$ cat config.mk
export PLATFORM = sky130hd
export DESIGN_NAME = rx_regs_top
export DESIGN_NICKNAME = d
export VERILOG_FILES = /design/src/rx_regs_pkg.sv /design/src/cmd_decoder.sv /design/src/counter_snapshot.sv /design/src/ctrl_regs.sv /design/src/rx_regs_top.sv
export VERILOG_INCLUDE_DIRS = /design/src /design/src/src
export SDC_FILE = /design/constraint.sdc
export NUM_CORES = 1
export LEC_CHECK = 0
export BUFFER_PORTS_ARGS = -buffer_cell sky130_fd_sc_hd__buf_2
export CORE_ASPECT_RATIO = 1.75
export CORE_MARGIN = 5
export CORE_UTILIZATION = 52
export CTS_CLUSTER_DIAMETER = 60
export CTS_CLUSTER_SIZE = 16
export DETAILED_ROUTE_END_ITERATION = 6
export GPL_ROUTABILITY_DRIVEN = 1
export PLACE_DENSITY = 0.8
export SYNTH_ARGS = -nofsm -noshare
export SYNTH_HDL_FRONTEND = slang
export SYNTH_HIERARCHICAL = 1
export SYNTH_SLANG_ARGS = --single-unit
export TNS_END_PERCENT = 1
$ cat constraint.sdc
create_clock -name clk -period 2.5 [get_ports clk]
set_clock_uncertainty 0.15 [all_clocks]
set_input_delay 0.5 -clock clk [delete_from_list [all_inputs] [get_ports clk]]
set_output_delay 0.5 -clock clk [all_outputs]
set_load 0.05 [all_outputs]
$ cat src/rx_regs_defines.svh
/* rx register block constants
   command word layout, counter and RAM sizes */

`ifndef RX_REGS_DEFINES_SVH
`define RX_REGS_DEFINES_SVH

// word widths
`define GPIO_WIDTH  32
`define COUNT_WIDTH 64

// logging RAM
`define RAM_DEPTH   32768
`define ADDR_WIDTH  15

// command word fields
`define STROBE_BIT  23
`define OPCODE_MSB  31
`define OPCODE_LSB  24
// enable flag inside the RAM read and readback payloads
`define ENABLE_BIT  16

// log source and readback selects
`define SEL_WIDTH   3

`endif

$ cat src/rx_regs_pkg.sv
/* rx register block types
   command opcodes and counter readback selects */

`include "rx_regs_defines.svh"

package rx_regs_pkg;

  // ========================================
  // command opcodes
  // ========================================
  // field sits in bits 31..24 of the GPIO word
  typedef enum logic [`OPCODE_MSB-`OPCODE_LSB:0] {
    OP_NONE       = 8'd0,
    // payload bit 0 drives soft reset
    OP_SOFT_RESET = 8'd1,
    // payload bit 0 drives rx enable
    OP_RX_ENABLE  = 8'd2,
    // log source select and RAM write enable
    OP_LOG_SELECT = 8'd3,
    // RAM read enable and address
    OP_RAM_READ   = 8'd4,
    // arm, then capture counters
    OP_CAPTURE    = 8'd5,
    // counter half select and readback enable
    OP_READBACK   = 8'd6
  } opcode_e;

  // ========================================
  // counter readback select
  // ========================================
  // I branch first, then Q; low half before high
  typedef enum logic [`SEL_WIDTH-1:0] {
    ERR_I_LO = 3'd0,
    ERR_I_HI = 3'd1,
    BIT_I_LO = 3'd2,
    BIT_I_HI = 3'd3,
    ERR_Q_LO = 3'd4,
    ERR_Q_HI = 3'd5,
    BIT_Q_LO = 3'd6,
    BIT_Q_HI = 3'd7
  } readback_sel_e;

endpackage

$ cat src/cmd_decoder.sv
/* command decoder
   registers a strobed GPIO word and splits it into opcode and payload */

`timescale 1ns/1ps
`include "rx_regs_defines.svh"

module cmd_decoder import rx_regs_pkg::*; (
  input  logic                    clk,
  input  logic                    i_reset,
  input  logic [`GPIO_WIDTH-1:0]  i_gpio_to_regf,
  output logic                    o_cmd_valid,
  output opcode_e                 o_cmd_opcode,
  output logic [`STROBE_BIT-1:0]  o_cmd_payload
);

  // raw opcode field of the incoming word
  logic [`OPCODE_MSB-`OPCODE_LSB:0] w_opcode_field;
  // field mapped onto the known opcodes
  opcode_e                          w_opcode;

  assign w_opcode_field = i_gpio_to_regf[`OPCODE_MSB:`OPCODE_LSB];

  // unknown codes collapse to OP_NONE
  always_comb begin
    case (w_opcode_field)
      8'd1:    w_opcode = OP_SOFT_RESET;
      8'd2:    w_opcode = OP_RX_ENABLE;
      8'd3:    w_opcode = OP_LOG_SELECT;
      8'd4:    w_opcode = OP_RAM_READ;
      8'd5:    w_opcode = OP_CAPTURE;
      8'd6:    w_opcode = OP_READBACK;
      default: w_opcode = OP_NONE;
    endcase
  end

  // qualifier and opcode
  always_ff @(posedge clk) begin
    if (i_reset) begin
      o_cmd_valid  <= 1'b0;
      o_cmd_opcode <= OP_NONE;
    end else begin
      o_cmd_valid  <= i_gpio_to_regf[`STROBE_BIT];
      // no strobe, no command
      o_cmd_opcode <= i_gpio_to_regf[`STROBE_BIT] ? w_opcode : OP_NONE;
    end
  end

  // payload bits below the strobe
  always_ff @(posedge clk) begin
    o_cmd_payload <= i_gpio_to_regf[`STROBE_BIT-1:0];
  end

endmodule

$ cat src/counter_snapshot.sv
/* counter snapshot and readback
   captures the four rx counters and builds the word returned over GPIO */

`timescale 1ns/1ps
`include "rx_regs_defines.svh"

module counter_snapshot import rx_regs_pkg::*; (
  input  logic                    clk,
  input  logic                    i_reset,
  input  logic                    i_capture,
  input  logic                    i_en_readback,
  input  readback_sel_e           i_readback_sel,
  input  logic                    i_en_read_from_ram,
  input  logic [`GPIO_WIDTH-1:0]  i_data_ram_for_read,
  input  logic [`COUNT_WIDTH-1:0] i_accum_err_i,
  input  logic [`COUNT_WIDTH-1:0] i_accum_err_q,
  input  logic [`COUNT_WIDTH-1:0] i_accum_bit_i,
  input  logic [`COUNT_WIDTH-1:0] i_accum_bit_q,
  output logic [`GPIO_WIDTH-1:0]  o_regf_to_gpio
);

  // held copies of the live counters
  logic [`COUNT_WIDTH-1:0] r_err_i;
  logic [`COUNT_WIDTH-1:0] r_err_q;
  logic [`COUNT_WIDTH-1:0] r_bit_i;
  logic [`COUNT_WIDTH-1:0] r_bit_q;
  // selected 32-bit half
  logic [`GPIO_WIDTH-1:0]  w_counter_half;

  // ========================================
  // snapshot
  // ========================================
  // all four load on the same edge
  always_ff @(posedge clk) begin
    if (i_reset) begin
      r_err_i <= '0;
      r_err_q <= '0;
      r_bit_i <= '0;
      r_bit_q <= '0;
    end else if (i_capture) begin
      r_err_i <= i_accum_err_i;
      r_err_q <= i_accum_err_q;
      r_bit_i <= i_accum_bit_i;
      r_bit_q <= i_accum_bit_q;
    end
  end

  // ========================================
  // readback mux
  // ========================================
  always_comb begin
    case (i_readback_sel)
      ERR_I_LO: w_counter_half = r_err_i[`GPIO_WIDTH-1:0];
      ERR_I_HI: w_counter_half = r_err_i[`COUNT_WIDTH-1:`GPIO_WIDTH];
      BIT_I_LO: w_counter_half = r_bit_i[`GPIO_WIDTH-1:0];
      BIT_I_HI: w_counter_half = r_bit_i[`COUNT_WIDTH-1:`GPIO_WIDTH];
      ERR_Q_LO: w_counter_half = r_err_q[`GPIO_WIDTH-1:0];
      ERR_Q_HI: w_counter_half = r_err_q[`COUNT_WIDTH-1:`GPIO_WIDTH];
      BIT_Q_LO: w_counter_half = r_bit_q[`GPIO_WIDTH-1:0];
      default:  w_counter_half = r_bit_q[`COUNT_WIDTH-1:`GPIO_WIDTH];
    endcase
  end

  // RAM data wins, then counters, else zero
  always_comb begin
    if (i_en_read_from_ram) begin
      o_regf_to_gpio = i_data_ram_for_read;
    end else if (i_en_readback) begin
      o_regf_to_gpio = w_counter_half;
    end else begin
      o_regf_to_gpio = '0;
    end
  end

endmodule

$ cat src/ctrl_regs.sv
/* control register bank
   applies decoded commands to the rx controls and raises the capture pulse */

`timescale 1ns/1ps
`include "rx_regs_defines.svh"

module ctrl_regs import rx_regs_pkg::*; (
  input  logic                    clk,
  input  logic                    i_reset,
  input  logic                    i_cmd_valid,
  input  opcode_e                 i_cmd_opcode,
  input  logic [`STROBE_BIT-1:0]  i_cmd_payload,
  output logic                    o_rst_soft,
  output logic                    o_en_rx_soft,
  output logic [`SEL_WIDTH-1:0]   o_data_sel_for_log,
  output logic                    o_en_write,
  output logic                    o_en_read_from_ram,
  output logic [`ADDR_WIDTH-1:0]  o_read_adrs,
  output logic                    o_en_readback,
  output readback_sel_e           o_readback_sel,
  output logic                    o_capture
);

  // set by the first capture command
  logic r_armed;

  // ========================================
  // register updates
  // ========================================
  always_ff @(posedge clk) begin
    if (i_reset) begin
      // rx held in soft reset, receiver enabled
      o_rst_soft         <= 1'b1;
      o_en_rx_soft       <= 1'b1;
      o_data_sel_for_log <= '0;
      o_en_write         <= 1'b0;
      o_en_read_from_ram <= 1'b0;
      o_read_adrs        <= '0;
      o_en_readback      <= 1'b0;
      o_readback_sel     <= ERR_I_LO;
      r_armed            <= 1'b0;
      o_capture          <= 1'b0;
    end else begin
      // single cycle pulse by default
      o_capture <= 1'b0;
      if (i_cmd_valid) begin
        // each opcode touches only its own fields
        case (i_cmd_opcode)
          OP_SOFT_RESET: begin
            o_rst_soft <= i_cmd_payload[0];
          end
          OP_RX_ENABLE: begin
            o_en_rx_soft <= i_cmd_payload[0];
          end
          OP_LOG_SELECT: begin
            o_data_sel_for_log <= i_cmd_payload[`SEL_WIDTH-1:0];
            // write enable rides just above the select
            o_en_write         <= i_cmd_payload[`SEL_WIDTH];
          end
          OP_RAM_READ: begin
            o_en_read_from_ram <= i_cmd_payload[`ENABLE_BIT];
            o_read_adrs        <= i_cmd_payload[`ADDR_WIDTH-1:0];
          end
          OP_CAPTURE: begin
            // capture only if armed before this command
            o_capture <= r_armed;
            r_armed   <= i_cmd_payload[0];
          end
          OP_READBACK: begin
            o_readback_sel <= readback_sel_e'(i_cmd_payload[`SEL_WIDTH-1:0]);
            o_en_readback  <= i_cmd_payload[`ENABLE_BIT];
          end
          default: begin
            // OP_NONE leaves everything as is
          end
        endcase
      end
    end
  end

endmodule

$ cat src/rx_regs_top.sv
/* rx control and status register block
   GPIO command decode, control bank and counter readback */

`timescale 1ns/1ps
`include "rx_regs_defines.svh"

module rx_regs_top import rx_regs_pkg::*; (
  input  logic                    clk,
  input  logic                    i_reset,
  input  logic [`GPIO_WIDTH-1:0]  i_gpio_to_regf,
  input  logic [`COUNT_WIDTH-1:0] i_accum_err_i,
  input  logic [`COUNT_WIDTH-1:0] i_accum_err_q,
  input  logic [`COUNT_WIDTH-1:0] i_accum_bit_i,
  input  logic [`COUNT_WIDTH-1:0] i_accum_bit_q,
  input  logic [`GPIO_WIDTH-1:0]  i_data_ram_for_read,
  output logic [`GPIO_WIDTH-1:0]  o_regf_to_gpio,
  output logic                    o_rst_soft,
  output logic                    o_en_rx_soft,
  output logic [`SEL_WIDTH-1:0]   o_data_sel_for_log,
  output logic                    o_en_write,
  output logic                    o_en_read_from_ram,
  output logic [`ADDR_WIDTH-1:0]  o_read_adrs
);

  // decoder to control bank
  logic                   w_cmd_valid;
  opcode_e                w_cmd_opcode;
  logic [`STROBE_BIT-1:0] w_cmd_payload;
  // control bank to snapshot
  logic                   w_capture;
  logic                   w_en_readback;
  readback_sel_e          w_readback_sel;

  // command register stage
  cmd_decoder u_cmd_decoder (
    .clk            (clk),
    .i_reset        (i_reset),
    .i_gpio_to_regf (i_gpio_to_regf),
    .o_cmd_valid    (w_cmd_valid),
    .o_cmd_opcode   (w_cmd_opcode),
    .o_cmd_payload  (w_cmd_payload)
  );

  // control field stage
  ctrl_regs u_ctrl_regs (
    .clk                (clk),
    .i_reset            (i_reset),
    .i_cmd_valid        (w_cmd_valid),
    .i_cmd_opcode       (w_cmd_opcode),
    .i_cmd_payload      (w_cmd_payload),
    .o_rst_soft         (o_rst_soft),
    .o_en_rx_soft       (o_en_rx_soft),
    .o_data_sel_for_log (o_data_sel_for_log),
    .o_en_write         (o_en_write),
    .o_en_read_from_ram (o_en_read_from_ram),
    .o_read_adrs        (o_read_adrs),
    .o_en_readback      (w_en_readback),
    .o_readback_sel     (w_readback_sel),
    .o_capture          (w_capture)
  );

  // counter capture and readback word stage
  counter_snapshot u_counter_snapshot (
    .clk                 (clk),
    .i_reset             (i_reset),
    .i_capture           (w_capture),
    .i_en_readback       (w_en_readback),
    .i_readback_sel      (w_readback_sel),
    .i_en_read_from_ram  (o_en_read_from_ram),
    .i_data_ram_for_read (i_data_ram_for_read),
    .i_accum_err_i       (i_accum_err_i),
    .i_accum_err_q       (i_accum_err_q),
    .i_accum_bit_i       (i_accum_bit_i),
    .i_accum_bit_q       (i_accum_bit_q),
    .o_regf_to_gpio      (o_regf_to_gpio)
  );

endmodule

==> impl_metrics.ini <==
[timing]
hold_viol = 0
setup_ws_ns = -0.447
setup_violations = 32
drv_slew = 0
hold-worst-slack_ns = 0.0377
fmax_mhz = 339
grt_setup_unrepaired = true
worstMarginPinSlew_ns = 0.721
fin_crit_sh = 1.18
min_period_ns = 2.95
slew_headroom = 0.519

[floorplan]
rows = 77
fp.dieH_um = 221
core-area_um2 = 25100
initial_utilization = 0.526
die_area_um2 = 28800
die_w_um = 131
io_pins = 376

[worst_setup_path]
start_kind = flop
cpPeakStageDelay_ns = 0.35
path_common_cell = buf_6
r2r_slack_ns = 0.76
path_class = flop to output port
end_kind = output port
slowest_stage = dfxtp_4
critPathArrivalTime_ns = 2.30
r2r-end = u_counter_snapshot/r_bit_q[39]$_SDFFE_PP0P_
crit-reg2reg-launch = u_ctrl_regs/o_capture$_SDFF_PP0_
required_ns = 1.85
worst-path-buf-inv = 6
crit_fanout = 4
startpoint = u_ctrl_regs/o_readback_sel[1]$_SDFFE_PP0P_
path_cells = buf_6, buf_12, nor2b_4, buf_12, buf_6, a221o_1, a21oi_1, buf_4, o21ai_2, buf_6
reg2regPathDepth = 3
cp_num_cells = 10
crit_family = buffers and inverters
setup.worst_path.end = o_regf_to_gpio[29]

[cells_and_area]
fill_cells = 1911
fin_util = 0.680
final_cell_area_um2 = 17100
layout-drive-gt1-share = 0.307
nets = 2080
synthToLayoutAreaGrowth_pct = 29.4

[place]
dp_hpwl_um = 28700
place.gp.congestion = 0.872
portBuffers = 368
dpl_cell_area_um2 = 15400

[power]
p_per_area_nw_per_um2 = 500
p_sw_mw = 1.84
leakage_nw = 6.49
seq_power_share = 0.568
p_int_mw = 6.71
p_clk_frac = 0.384
combPwrFrac = 0.049
power_switching_share = 0.215
peakVddDrop_mv = 0.654

[clocking]
cts_max_level = 1
numCtsBuffers = 22
clock-sinks = 304
clk_pin_slew_worst_paths_ns = 0.08
clockBufferDepth = 3
clock-root-buffer = clkbuf_16
cts_tree = done
insertion_delay_ns = 0.52

[job]
cap_violations = 0

[global_routing]
grt_use_total = 0.281
grt_max_degree = 159
grt_pass1_vias = 12041
grt_pass1_wl_um = 64300
antenna_found_initial = 17
grt-ovfl-total = 0

[logic_synthesis]
syn_area_um2 = 13200
yosysWarnings = 6
syn_inst = 1397
postSynthAreaPerCell_um2 = 9.46

[detailed_routing]
wl_um = 42900
wl_per_cell_um = 20.5
dr.pass1.iters = 7
avgViaCountPerCell = 5.64
drtIter0Drc = 843
drc = 0
vias = 11798
drtAntennaViolNets = 0

[status]
violations = setup timing
outcome = finished with violations

[worst_hold_path]
hold_class = input pin to flop
[cells in the final DEF (no fill, tap or decap), drive strengths merged, types with 5 or more instances in the layout]
cell and instances:
a221o 64, nor2b 37, dlygate4sd3 16, nand3 37
mux2i 283, nand2b 41, nand2 66, o21ai 96
nor4bb 23, buf 436, conb 5, and4bb 10
clkbuf 28, dfxtp 304, nor2 261, diode 14
a21oi 32
[timing repair]
action                     in CTS  in global routing
setup buffers                  20                  6
resized for setup             122                 26
hold endpoints to repair       16                  0
pin swaps                      26                 38
hold buffers                   16                  0
gates cloned                    4                  2
setup endpoints to repair      32                 32
[per-layer routing]
| metal | track usage | vias to the layer above | wire length, µm |
|---|---|---|---|
| met1 | 0.320 | 5588 | 15500 |
| met2 | 0.494 | 502 | 22300 |
| met5 | 0 | - | 34 |
| li1 | - | 5586 | - |
| met4 | 0.140 | 4 | 2160 |
| met3 | 0.0485 | 118 | 2930 |
[power groups by stage]
stage / clock, mW / combinational (mW) / sequential, mW
after floorplan: 0 / 0.101 / 4.97
after global placement: 0 / 0.384 / 4.97
after detailed placement: 0 / 0.389 / 4.97
after CTS: 3.33 / 0.410 / 4.85
after global routing: 3.50 / 0.444 / 4.85
final: 3.28 / 0.415 / 4.85
[flip-flops by register name, indices dropped and copies added (netlist names), 3 cells and up]
signal,cells
u_counter_snapshot/r_bit_q,64
u_counter_snapshot/r_err_i,64
u_counter_snapshot/r_err_q,64
u_counter_snapshot/r_bit_i,64
u_ctrl_regs/o_readback_sel,3
u_ctrl_regs/o_read_adrs,15
u_cmd_decoder/o_cmd_payload,16
u_ctrl_regs/o_data_sel_for_log,3
u_cmd_decoder/o_cmd_opcode,3
[metrics by stage]
stage / total power, mW / std cells / TNS (ns) / setup slack, ns
after floorplan: 5.07 / 1401 / -3.08 / -0.106
after global placement: 5.35 / 2002 / -5.73 / -0.294
after detailed placement: 5.35 / 2002 / -5.83 / -0.315
after CTS: 8.59 / 2068 / -12.39 / -0.434
after global routing: 8.80 / 2088 / -13.88 / -0.479
final: 8.55 / 2090 / -12.59 / -0.447
[cell type report]
| type | instances | area (µm²) | share of cell area |
|---|---|---|---|
| multi-input combinational | 969 | 6760 | 0.395 |
| inverter | 3 | 11.3 | 0.000659 |
| timing repair buffer | 458 | 3210 | 0.188 |
| clock buffer | 26 | 587 | 0.0343 |
| sequential | 304 | 6100 | 0.357 |
| antenna | 14 | 35.0 | 0.00205 |
| tap | 316 | 395 | 0.0231 |
[worst min-delay path by stage]
stage	endpoint	cells past startpoint	slack, ns	startpoint
after floorplan	u_ctrl_regs/o_read_adrs[10]$_SDFFE_PP0P_	2	0.29	u_cmd_decoder/o_cmd_payload[10]$_DFF_P_
after global placement	u_ctrl_regs/o_read_adrs[13]$_SDFFE_PP0P_	2	0.29	u_cmd_decoder/o_cmd_payload[13]$_DFF_P_
after detailed placement	u_ctrl_regs/o_read_adrs[5]$_SDFFE_PP0P_	2	0.30	u_cmd_decoder/o_cmd_payload[5]$_DFF_P_
after CTS	u_cmd_decoder/o_cmd_opcode[1]$_SDFF_PP0_	2	0.02	i_gpio_to_regf[24]
after global routing	u_cmd_decoder/o_cmd_opcode[1]$_SDFF_PP0_	2	0.02	i_gpio_to_regf[24]
final	u_cmd_decoder/o_cmd_opcode[1]$_SDFF_PP0_	2	0.04	i_gpio_to_regf[24]
(Power assumes the default switching activity.)
